<file path="src/source/rv32_pkg.sv">
package rv32_pkg;

    localparam int XLEN     = 32;
    localparam int REG_ID_W = 5;
    localparam int NUM_REGS = 32;

    typedef logic [XLEN-1:0]     rv32_word;
    typedef logic [REG_ID_W-1:0] rv_reg_id_t;

    // Base instruction fields, R-type layout
    typedef struct packed {
        logic [6:0] funct7;
        rv_reg_id_t rs2;
        rv_reg_id_t rs1;
        logic [2:0] funct3;
        rv_reg_id_t rd;
        logic [6:0] opcode;
    } rv32_instr_t;

    // ADDI x0, x0, 0
    localparam rv32_word RV_NOP = 32'h0000_0013;

    localparam logic [6:0] OPC_OP     = 7'b0110011;
    localparam logic [6:0] OPC_OP_IMM = 7'b0010011;
    localparam logic [6:0] OPC_LUI    = 7'b0110111;
    localparam logic [6:0] OPC_LOAD   = 7'b0000011;
    localparam logic [6:0] OPC_BRANCH = 7'b1100011;

    localparam logic [2:0] F3_LW  = 3'b010;
    localparam logic [2:0] F3_BEQ = 3'b000;
    localparam logic [2:0] F3_BNE = 3'b001;

    typedef enum logic [3:0] {
        ALU_ADD,
        ALU_SUB,
        ALU_AND,
        ALU_OR,
        ALU_XOR,
        ALU_SLT,
        ALU_SLL,
        ALU_SRL,
        ALU_PASS_B
    } alu_op_t;

    // Operand source chosen in decode, applied in exec
    typedef enum logic [1:0] {
        BYP_NONE,
        BYP_EXEC,
        BYP_WB
    } bypass_t;

    typedef struct packed {
        alu_op_t    alu_op;
        logic       use_imm;
        rv32_word   imm;
        logic       reg_write;
        rv_reg_id_t rd;
        logic       is_load;
        logic       is_branch;
        logic       branch_ne;
        bypass_t    bypass_rs1;
        bypass_t    bypass_rs2;
    } decoded_instr_t;

    function automatic decoded_instr_t create_nop_ctrl();
        decoded_instr_t ctrl;
        ctrl.alu_op     = ALU_ADD;
        ctrl.use_imm    = 1'b0;
        ctrl.imm        = '0;
        ctrl.reg_write  = 1'b0;
        ctrl.rd         = '0;
        ctrl.is_load    = 1'b0;
        ctrl.is_branch  = 1'b0;
        ctrl.branch_ne  = 1'b0;
        ctrl.bypass_rs1 = BYP_NONE;
        ctrl.bypass_rs2 = BYP_NONE;
        return ctrl;
    endfunction

    typedef struct packed {
        rv32_word    pc;
        rv32_instr_t instr;
    } fetch_decode_buffer_t;

    typedef struct packed {
        rv32_word       pc;
        rv32_instr_t    instr;
        rv32_word       reg1;
        rv32_word       reg2;
        decoded_instr_t decoded_instr;
    } decode_exec_buffer_t;

    typedef struct packed {
        rv32_instr_t instr;
        rv_reg_id_t  rd;
        logic        reg_write;
        logic        is_load;
        rv32_word    alu_result;
    } exec_mem_buffer_t;

endpackage

</file>
<file path="src/source/rv32_core.sv">
`timescale 1ns/1ps

module rv32_core
    import rv32_pkg::*;
(
    input  logic       clk,
    input  logic       resetn,
    input  logic       stop,
    output rv32_word   instr_addr,
    input  rv32_word   instr_rdata,
    output rv32_word   data_addr,
    input  rv32_word   data_rdata,
    output logic       wb_valid,
    output rv_reg_id_t wb_rd,
    output rv32_word   wb_data
);

    fetch_decode_buffer_t fetch_decode_buff;
    decode_exec_buffer_t  decode_exec_buff;
    exec_mem_buffer_t     exec_mem_buff;
    logic                 stall;
    logic                 branch_taken;
    rv32_word             branch_target;
    rv_reg_id_t           rs1;
    rv_reg_id_t           rs2;
    rv32_word             reg1;
    rv32_word             reg2;
    rv32_word             wb_value;

    assign data_addr = exec_mem_buff.alu_result;

    rv32_fetch_stage fetch_inst (
        .clk              (clk),
        .resetn           (resetn),
        .stop             (stop),
        .stall            (stall),
        .branch_taken     (branch_taken),
        .branch_target    (branch_target),
        .instr_addr       (instr_addr),
        .instr_rdata      (instr_rdata),
        .fetch_decode_buff(fetch_decode_buff)
    );

    // Taken branch flushes decode as well
    rv32_decode_stage decode_inst (
        .clk              (clk),
        .resetn           (resetn),
        .set_nop          (branch_taken),
        .stop             (stop),
        .set_nop_pc       (branch_target),
        .fetch_decode_buff(fetch_decode_buff),
        .decode_exec_buff (decode_exec_buff),
        .stall            (stall),
        .rs1              (rs1),
        .rs2              (rs2),
        .reg1             (reg1),
        .reg2             (reg2),
        .exec_mem_buff    (exec_mem_buff)
    );

    rv32_exec_stage exec_inst (
        .clk             (clk),
        .resetn          (resetn),
        .stop            (stop),
        .decode_exec_buff(decode_exec_buff),
        .wb_value        (wb_value),
        .exec_mem_buff   (exec_mem_buff),
        .branch_taken    (branch_taken),
        .branch_target   (branch_target)
    );

    rv32_regfile regfile_inst (
        .clk          (clk),
        .resetn       (resetn),
        .stop         (stop),
        .rs1          (rs1),
        .rs2          (rs2),
        .reg1         (reg1),
        .reg2         (reg2),
        .exec_mem_buff(exec_mem_buff),
        .data_rdata   (data_rdata),
        .wb_value     (wb_value),
        .wb_valid     (wb_valid),
        .wb_rd        (wb_rd),
        .wb_data      (wb_data)
    );

endmodule

</file>
<file path="src/source/rv32_decode_stage.sv">
`timescale 1ns/1ps

module rv32_decode_stage
    import rv32_pkg::*;
(
    input  logic                 clk,
    input  logic                 resetn,
    input  logic                 set_nop,
    input  logic                 stop,
    input  rv32_word             set_nop_pc,
    input  fetch_decode_buffer_t fetch_decode_buff,
    output decode_exec_buffer_t  decode_exec_buff,
    output logic                 stall,
    output rv_reg_id_t           rs1,
    output rv_reg_id_t           rs2,
    input  rv32_word             reg1,
    input  rv32_word             reg2,
    input  exec_mem_buffer_t     exec_mem_buff
);

    decode_exec_buffer_t next_buff;
    decoded_instr_t      dec_ctrl;
    logic [1:0]          use_rs;
    bypass_t             bypass_rs [2];

    rv32_decoder decoder_inst (
        .instr        (fetch_decode_buff.instr),
        .decoded_instr(dec_ctrl),
        .use_rs       (use_rs)
    );

    rv32_hazard_unit hazard_inst (
        .use_rs          (use_rs),
        .current_instr   (fetch_decode_buff.instr),
        .decode_exec_buff(decode_exec_buff),
        .exec_mem_buff   (exec_mem_buff),
        .stall           (stall),
        .bypass_rs       (bypass_rs)
    );

    // Register file read addresses
    assign rs1 = fetch_decode_buff.instr.rs1;
    assign rs2 = fetch_decode_buff.instr.rs2;

    always_comb begin
        next_buff.pc                       = fetch_decode_buff.pc;
        next_buff.instr                    = fetch_decode_buff.instr;
        next_buff.reg1                     = reg1;
        next_buff.reg2                     = reg2;
        next_buff.decoded_instr            = dec_ctrl;
        next_buff.decoded_instr.bypass_rs1 = bypass_rs[0];
        next_buff.decoded_instr.bypass_rs2 = bypass_rs[1];

        // Bubble into exec on load-use or branch flush
        if (stall || set_nop) begin
            next_buff.instr         = RV_NOP;
            next_buff.decoded_instr = create_nop_ctrl();
        end
        if (set_nop) begin
            next_buff.pc = set_nop_pc;
        end
    end

    always_ff @(posedge clk) begin
        if (!resetn) begin
            decode_exec_buff.pc            <= '0;
            decode_exec_buff.instr         <= RV_NOP;
            decode_exec_buff.reg1          <= '0;
            decode_exec_buff.reg2          <= '0;
            decode_exec_buff.decoded_instr <= create_nop_ctrl();
        end else if (!stop) begin
            decode_exec_buff <= next_buff;
        end
    end

endmodule

</file>
<file path="src/source/rv32_decoder.sv">
`timescale 1ns/1ps

module rv32_decoder
    import rv32_pkg::*;
(
    input  rv32_instr_t    instr,
    output decoded_instr_t decoded_instr,
    output logic [1:0]     use_rs
);

    rv32_word raw;
    rv32_word imm_i;
    rv32_word imm_u;
    rv32_word imm_b;
    logic     known;

    assign raw   = instr;
    assign imm_i = {{20{raw[31]}}, raw[31:20]};
    assign imm_u = {raw[31:12], 12'b0};
    assign imm_b = {{19{raw[31]}}, raw[31], raw[7], raw[30:25], raw[11:8], 1'b0};

    always_comb begin
        decoded_instr = create_nop_ctrl();
        use_rs        = 2'b00;
        known         = 1'b1;

        // Bit 0 is rs1, bit 1 is rs2
        case (instr.opcode)
            OPC_OP: begin
                use_rs = 2'b11;
                known  = (instr.funct7 == 7'b0000000) ||
                         (instr.funct7 == 7'b0100000 && instr.funct3 == 3'b000);
                case (instr.funct3)
                    3'b000:  decoded_instr.alu_op = instr.funct7[5] ? ALU_SUB : ALU_ADD;
                    3'b001:  decoded_instr.alu_op = ALU_SLL;
                    3'b010:  decoded_instr.alu_op = ALU_SLT;
                    3'b100:  decoded_instr.alu_op = ALU_XOR;
                    3'b101:  decoded_instr.alu_op = ALU_SRL;
                    3'b110:  decoded_instr.alu_op = ALU_OR;
                    3'b111:  decoded_instr.alu_op = ALU_AND;
                    default: known = 1'b0;
                endcase
            end
            OPC_OP_IMM: begin
                use_rs                = 2'b01;
                decoded_instr.use_imm = 1'b1;
                decoded_instr.imm     = imm_i;
                case (instr.funct3)
                    3'b000:  decoded_instr.alu_op = ALU_ADD;
                    3'b010:  decoded_instr.alu_op = ALU_SLT;
                    3'b100:  decoded_instr.alu_op = ALU_XOR;
                    3'b110:  decoded_instr.alu_op = ALU_OR;
                    3'b111:  decoded_instr.alu_op = ALU_AND;
                    default: known = 1'b0;
                endcase
            end
            OPC_LUI: begin
                decoded_instr.alu_op  = ALU_PASS_B;
                decoded_instr.use_imm = 1'b1;
                decoded_instr.imm     = imm_u;
            end
            OPC_LOAD: begin
                use_rs                = 2'b01;
                known                 = (instr.funct3 == F3_LW);
                decoded_instr.use_imm = 1'b1;
                decoded_instr.imm     = imm_i;
                decoded_instr.is_load = 1'b1;
            end
            OPC_BRANCH: begin
                use_rs                  = 2'b11;
                known                   = (instr.funct3 == F3_BEQ) || (instr.funct3 == F3_BNE);
                decoded_instr.imm       = imm_b;
                decoded_instr.is_branch = 1'b1;
                decoded_instr.branch_ne = (instr.funct3 == F3_BNE);
            end
            default: known = 1'b0;
        endcase

        // Everything but branches writes rd, x0 excepted
        if (!decoded_instr.is_branch && instr.rd != '0) begin
            decoded_instr.reg_write = 1'b1;
            decoded_instr.rd        = instr.rd;
        end

        if (!known) begin
            decoded_instr = create_nop_ctrl();
            use_rs        = 2'b00;
        end
    end

endmodule

</file>
<file path="src/source/rv32_exec_stage.sv">
`timescale 1ns/1ps

module rv32_exec_stage
    import rv32_pkg::*;
(
    input  logic                clk,
    input  logic                resetn,
    input  logic                stop,
    input  decode_exec_buffer_t decode_exec_buff,
    input  rv32_word            wb_value,
    output exec_mem_buffer_t    exec_mem_buff,
    output logic                branch_taken,
    output rv32_word            branch_target
);

    decoded_instr_t ctrl;
    rv32_word       op1;
    rv32_word       op2;
    rv32_word       alu_b;
    rv32_word       alu_result;
    rv32_word       wb_hold;

    function automatic rv32_word pick_operand(bypass_t sel, rv32_word reg_val,
                                              rv32_word exec_val, rv32_word wb_val);
        case (sel)
            BYP_EXEC: return exec_val;
            BYP_WB:   return wb_val;
            default:  return reg_val;
        endcase
    endfunction

    assign ctrl  = decode_exec_buff.decoded_instr;
    assign op1   = pick_operand(ctrl.bypass_rs1, decode_exec_buff.reg1,
                                exec_mem_buff.alu_result, wb_hold);
    assign op2   = pick_operand(ctrl.bypass_rs2, decode_exec_buff.reg2,
                                exec_mem_buff.alu_result, wb_hold);
    assign alu_b = ctrl.use_imm ? ctrl.imm : op2;

    // Load address is op1 + imm through the ADD path
    always_comb begin
        case (ctrl.alu_op)
            ALU_SUB:    alu_result = op1 - alu_b;
            ALU_AND:    alu_result = op1 & alu_b;
            ALU_OR:     alu_result = op1 | alu_b;
            ALU_XOR:    alu_result = op1 ^ alu_b;
            ALU_SLT:    alu_result = {31'b0, $signed(op1) < $signed(alu_b)};
            ALU_SLL:    alu_result = op1 << alu_b[4:0];
            ALU_SRL:    alu_result = op1 >> alu_b[4:0];
            ALU_PASS_B: alu_result = alu_b;
            default:    alu_result = op1 + alu_b;
        endcase
    end

    assign branch_taken  = ctrl.is_branch && ((op1 == op2) != ctrl.branch_ne) && !stop;
    assign branch_target = decode_exec_buff.pc + ctrl.imm;

    // Value that retired while the current instruction sat in decode
    always_ff @(posedge clk) begin
        if (!stop) begin
            wb_hold <= wb_value;
        end
    end

    always_ff @(posedge clk) begin
        if (!resetn) begin
            exec_mem_buff.instr      <= RV_NOP;
            exec_mem_buff.rd         <= '0;
            exec_mem_buff.reg_write  <= 1'b0;
            exec_mem_buff.is_load    <= 1'b0;
            exec_mem_buff.alu_result <= '0;
        end else if (!stop) begin
            exec_mem_buff.instr      <= decode_exec_buff.instr;
            exec_mem_buff.rd         <= ctrl.rd;
            exec_mem_buff.reg_write  <= ctrl.reg_write;
            exec_mem_buff.is_load    <= ctrl.is_load;
            exec_mem_buff.alu_result <= alu_result;
        end
    end

endmodule

</file>
<file path="src/source/rv32_fetch_stage.sv">
`timescale 1ns/1ps

module rv32_fetch_stage
    import rv32_pkg::*;
(
    input  logic                 clk,
    input  logic                 resetn,
    input  logic                 stop,
    input  logic                 stall,
    input  logic                 branch_taken,
    input  rv32_word             branch_target,
    output rv32_word             instr_addr,
    input  rv32_instr_t          instr_rdata,
    output fetch_decode_buffer_t fetch_decode_buff
);

    rv32_word pc;

    assign instr_addr = pc;

    always_ff @(posedge clk) begin
        if (!resetn) begin
            pc                      <= '0;
            fetch_decode_buff.pc    <= '0;
            fetch_decode_buff.instr <= RV_NOP;
        end else if (!stop) begin
            if (branch_taken) begin
                // Squash the slot being fetched and redirect
                pc                      <= branch_target;
                fetch_decode_buff.pc    <= pc;
                fetch_decode_buff.instr <= RV_NOP;
            end else if (!stall) begin
                pc                      <= pc + 32'd4;
                fetch_decode_buff.pc    <= pc;
                fetch_decode_buff.instr <= instr_rdata;
            end
        end
    end

endmodule

</file>
<file path="src/source/rv32_hazard_unit.sv">
`timescale 1ns/1ps

module rv32_hazard_unit
    import rv32_pkg::*;
(
    input  logic [1:0]          use_rs,
    input  rv32_instr_t         current_instr,
    input  decode_exec_buffer_t decode_exec_buff,
    input  exec_mem_buffer_t    exec_mem_buff,
    output logic                stall,
    output bypass_t             bypass_rs [2]
);

    rv_reg_id_t     src_id [2];
    decoded_instr_t ahead_one;

    assign src_id[0] = current_instr.rs1;
    assign src_id[1] = current_instr.rs2;
    assign ahead_one = decode_exec_buff.decoded_instr;

    always_comb begin
        stall = 1'b0;
        for (int i = 0; i < 2; i++) begin
            bypass_rs[i] = BYP_NONE;
            if (use_rs[i] && src_id[i] != '0) begin
                // Younger producer checked first
                if (ahead_one.reg_write && ahead_one.rd == src_id[i]) begin
                    if (ahead_one.is_load) begin
                        // Load data not ready until it reaches mem
                        stall = 1'b1;
                    end else begin
                        bypass_rs[i] = BYP_EXEC;
                    end
                end else if (exec_mem_buff.reg_write && exec_mem_buff.rd == src_id[i]) begin
                    bypass_rs[i] = BYP_WB;
                end
            end
        end
    end

endmodule

</file>
<file path="src/source/rv32_regfile.sv">
`timescale 1ns/1ps

module rv32_regfile
    import rv32_pkg::*;
(
    input  logic             clk,
    input  logic             resetn,
    input  logic             stop,
    input  rv_reg_id_t       rs1,
    input  rv_reg_id_t       rs2,
    output rv32_word         reg1,
    output rv32_word         reg2,
    input  exec_mem_buffer_t exec_mem_buff,
    input  rv32_word         data_rdata,
    output rv32_word         wb_value,
    output logic             wb_valid,
    output rv_reg_id_t       wb_rd,
    output rv32_word         wb_data
);

    rv32_word regs [NUM_REGS];
    logic     wr_en;

    // Load data comes straight off the data port
    assign wb_value = exec_mem_buff.is_load ? data_rdata : exec_mem_buff.alu_result;
    assign wr_en    = exec_mem_buff.reg_write && (exec_mem_buff.rd != '0) && !stop;

    always_ff @(posedge clk) begin
        if (!resetn) begin
            for (int i = 0; i < NUM_REGS; i++) begin
                regs[i] <= '0;
            end
        end else if (wr_en) begin
            regs[exec_mem_buff.rd] <= wb_value;
        end
    end

    assign reg1 = (rs1 == '0) ? '0 : regs[rs1];
    assign reg2 = (rs2 == '0) ? '0 : regs[rs2];

    // Retire report
    assign wb_valid = wr_en;
    assign wb_rd    = exec_mem_buff.rd;
    assign wb_data  = wb_value;

endmodule
</file>
<file path="config.mk">
export PLATFORM = sky130hd
export DESIGN_NAME = rv32_core
export DESIGN_NICKNAME = d
export VERILOG_FILES = /design/src/source/rv32_pkg.sv /design/src/source/rv32_core.sv /design/src/source/rv32_decode_stage.sv /design/src/source/rv32_decoder.sv /design/src/source/rv32_exec_stage.sv /design/src/source/rv32_fetch_stage.sv /design/src/source/rv32_hazard_unit.sv /design/src/source/rv32_regfile.sv
export SDC_FILE = /design/constraint.sdc
export NUM_CORES = 2
export LEC_CHECK = 0
export BUFFER_PORTS_ARGS = -buffer_cell sky130_fd_sc_hd__buf_2
export CORE_MARGIN = 5
export CORE_UTILIZATION = 40
export CTS_BUF_LIST = sky130_fd_sc_hd__clkbuf_8
export CTS_CLUSTER_SIZE = 24
export DETAILED_ROUTE_END_ITERATION = 8
export SLEW_MARGIN = 25
export SYNTH_ARGS = -nofsm -noshare
export SYNTH_HDL_FRONTEND = slang
export SYNTH_HIERARCHICAL = 1
export SYNTH_SLANG_ARGS = --single-unit
</file>
<file path="constraint.sdc">
create_clock -name clk -period 4.2 [get_ports clk]
set_input_delay 0.63 -clock clk [delete_from_list [all_inputs] [get_ports clk]]
set_output_delay 0.63 -clock clk [all_outputs]
set_load 0.05 [all_outputs]
</file>
==> flow_summary_export.csv <==
group,metric,value,unit
run_status,status,"finished with violations",
run_status,violations,"negative setup slack",
route,dr.first_iter.drc_count,8752,
clock_tree,htreeDepth,4,
route,drc_errors,0,
placed_design,gp_congestion,1.06,
clock_tree,cts_buffers,223,
floorplan,io_pins,169,
sta,skew,0.0777,ns
sta,clock.fmax,0.237,GHz
global_routing,grt-ovfl-total,0,
cells_and_area,fillers,17800,
global_routing,grt_antenna_before_repair,19,
setup_path,cp-start-kind,"flop",
clock_tree,cts_sinks,1337,
placed_design,pre_cts_ws,-0.570,ns
logic_synthesis,synth_area,78600,sq um
route,via_per_inst,6.28,
floorplan,rows,162,
power_and_ir_drop,vdd_ir_drop_max,0.321,mV
sta,finalCritPeriodShare,100,%
sta,whs,0.0667,ns
setup_path,arrival,5.13,ns
placed_design,hpwl,240000,um
setup_path,cp-end-kind,"flop",
route,antenna_left,0,
global_routing,grt_max_degree,146,
cells_and_area,layout-drive-gt1-share,27.3,%
power_and_ir_drop,p_per_area,366,nW/um^2
global_routing,grt_pass1_vias,64500,
setup_path,crit_required,5.12,ns
sta,fin_tns_setup,-0.0217,ns
power_and_ir_drop,power_leakage,33.9,nW
logic_synthesis,synth_warnings,6,
floorplan,initial_core_util,40.3,%
sta,fin_ws,-0.0131,ns
sta,period_minus_slack,4.21,ns
sta,relSlewSlack,17.1,%
sta,setup_violations,2,
floorplan,coreArea,195000,sq um
floorplan,die_y,453,um
placed_design,numPortBuffers,168,
cells_and_area,nets,7934,
sta,drv_slew,0,
floorplan,die_area,205000,sq um
job,drv_cap,0,
route,wl_per_cell,32.7,um
min_path,hp-class,"primary input to flop",
global_routing,grt_pass1_wl,482000,um
setup_path,regToRegSetupSlack,-0.01,ns
cells_and_area,area_growth,19.1,%
clock_tree,clkLatencyLatePin,1.02,ns
global_routing,track_usage,32.6,%
route,dr.pass1.iters,8,
clock_tree,path_clk_slew,0.07,ns
setup_path,critical_path_class,"flop to flop",
clock_tree,cts_tree,"done",
route,wirelength,345000,um
clock_tree,cts-root-buf,"clkbuf_8",
clock_tree,clk_path_buf_depth,3,
sta,hold_viol_final,0,
sta,rsz0062_at_grt,"yes",
power_and_ir_drop,power,34.3,mW
logic_synthesis,netlist_instances,7076,
route,dr_total_vias,66200,
setup_path,crit_fanout,47,
sta,tightest_slew,1.21,ns
logic_synthesis,syn_avg_cell_area,11.1,sq um
floorplan,dieWidth,453,um
==> placed cells by master, fill, tap and decap left out, drive strengths merged, types with 43 or more instances in the layout <==
| cell type | instances |
|---|---|
| inv | 217 |
| or4b | 50 |
| o21ai | 276 |
| nor4 | 43 |
| o22ai | 58 |
| nand2 | 465 |
| a221o | 53 |
| nor2b | 135 |
| mux4 | 419 |
| o221ai | 44 |
| a21oi | 315 |
| a21boi | 56 |
| clkinv | 105 |
| buf | 1095 |
| clkbuf | 238 |
| a211oi | 102 |
| mux2 | 78 |
| dfxtp | 281 |
| xnor2 | 67 |
| mux2i | 419 |
| edfxtp | 1056 |
| nand3 | 79 |
| a22oi | 108 |
| nand2b | 52 |
| nor2 | 1199 |
| a221oi | 52 |
| nor3 | 99 |
| ha | 133 |
| a22o | 49 |
==> layer usage <==
layer | up-vias | share of wire, % | global-route usage, %
met5 | - | 0.013 | 0
met4 | 8 | 8.1 | 21.3
met3 | 1016 | 11 | 8.09
met2 | 4457 | 44 | 49.7
met1 | 32900 | 37 | 41.4
li1 | 27800 | - | -
==> critical path, cell delays in order, from the launching register on <==
cell and delay (ns):
dfxtp_4 0.36, ha_4 0.29, buf_16 0.15, nor2b_4 0.13
o31ai_4 0.34, buf_4 0.60, inv_2 0.11, buf_4 0.21
mux4_2 0.45, nor2_1 0.11, a21o_1 0.40, nor2_1 0.07
a21oi_1 0.40, buf_4 0.21, a21oi_1 0.09, a31oi_1 0.18
==> power breakdown <==
group	switching, mW	leakage [nW]	internal [mW]
clock	5.84	2.41	5.80
combinational	4.52	18.3	2.87
sequential	0.467	13.2	14.7
==> registers in the layout (all words and copies together) (netlist names) <==
signal,count
regfile_inst/regs,1024
decode_inst/decode_exec_buff,146
fetch_inst/fetch_decode_buff,64
exec_inst/exec_mem_buff,39
exec_inst/wb_hold,32
fetch_inst/instr_addr,32
==> final timing paths <==
path / endpoint / cells past startpoint / startpoint
max: exec_inst/exec_mem_buff[13]$_SDFFE_PN0N_ / 15 / decode_inst/decode_exec_buff[1]$_SDFFE_PN0N_
min: exec_inst/wb_hold[28]$_DFFE_PN_ / 3 / data_rdata[28]
max reg2reg: exec_inst/exec_mem_buff[13]$_SDFFE_PN0N_ / 15 / decode_inst/decode_exec_buff[1]$_SDFFE_PN0N_
min reg2reg: fetch_inst/fetch_decode_buff[32]$_SDFFE_PN0N_ / 2 / fetch_inst/fetch_decode_buff[32]$_SDFFE_PN0N_
==> metrics by stage <==
step           cells  utilization [%]  area, sq um
2_1_floorplan   7107                -        78800
3_3_place_gp   10100             44.9        87700
3_5_place_dp   10100             44.9        87700
4_1_cts        10500             47.6        93000
5_1_grt        10500             48.0        93600
6_report       10500             48.0        93600
==> cell type report <==
cell class                 count  area [sq um]  share of cell area (%)
clock buffer                 236          3250                    3.47
inverter                     162           612                   0.654
clock inverter               173          1110                    1.18
multi-input combinational   4871         38700                    41.3
antenna                        5          12.5                  0.0134
timing repair buffer        1136          9290                    9.92
sequential                  1337         37400                    39.9
tap                         2624          3280                    3.51
==> what timing repair did <==
action / in CTS / in global routing
pin swaps: 37 / 57
cloned: 1 / 1
hold buffers: 39 / 0
setup buffers: 12 / 17
endpoints found under the hold margin: 39 / 0
gates resized for setup: 109 / 123
setup endpoints to repair: 101 / 116
No activity file was read; power rests on OpenSTA's default activity.
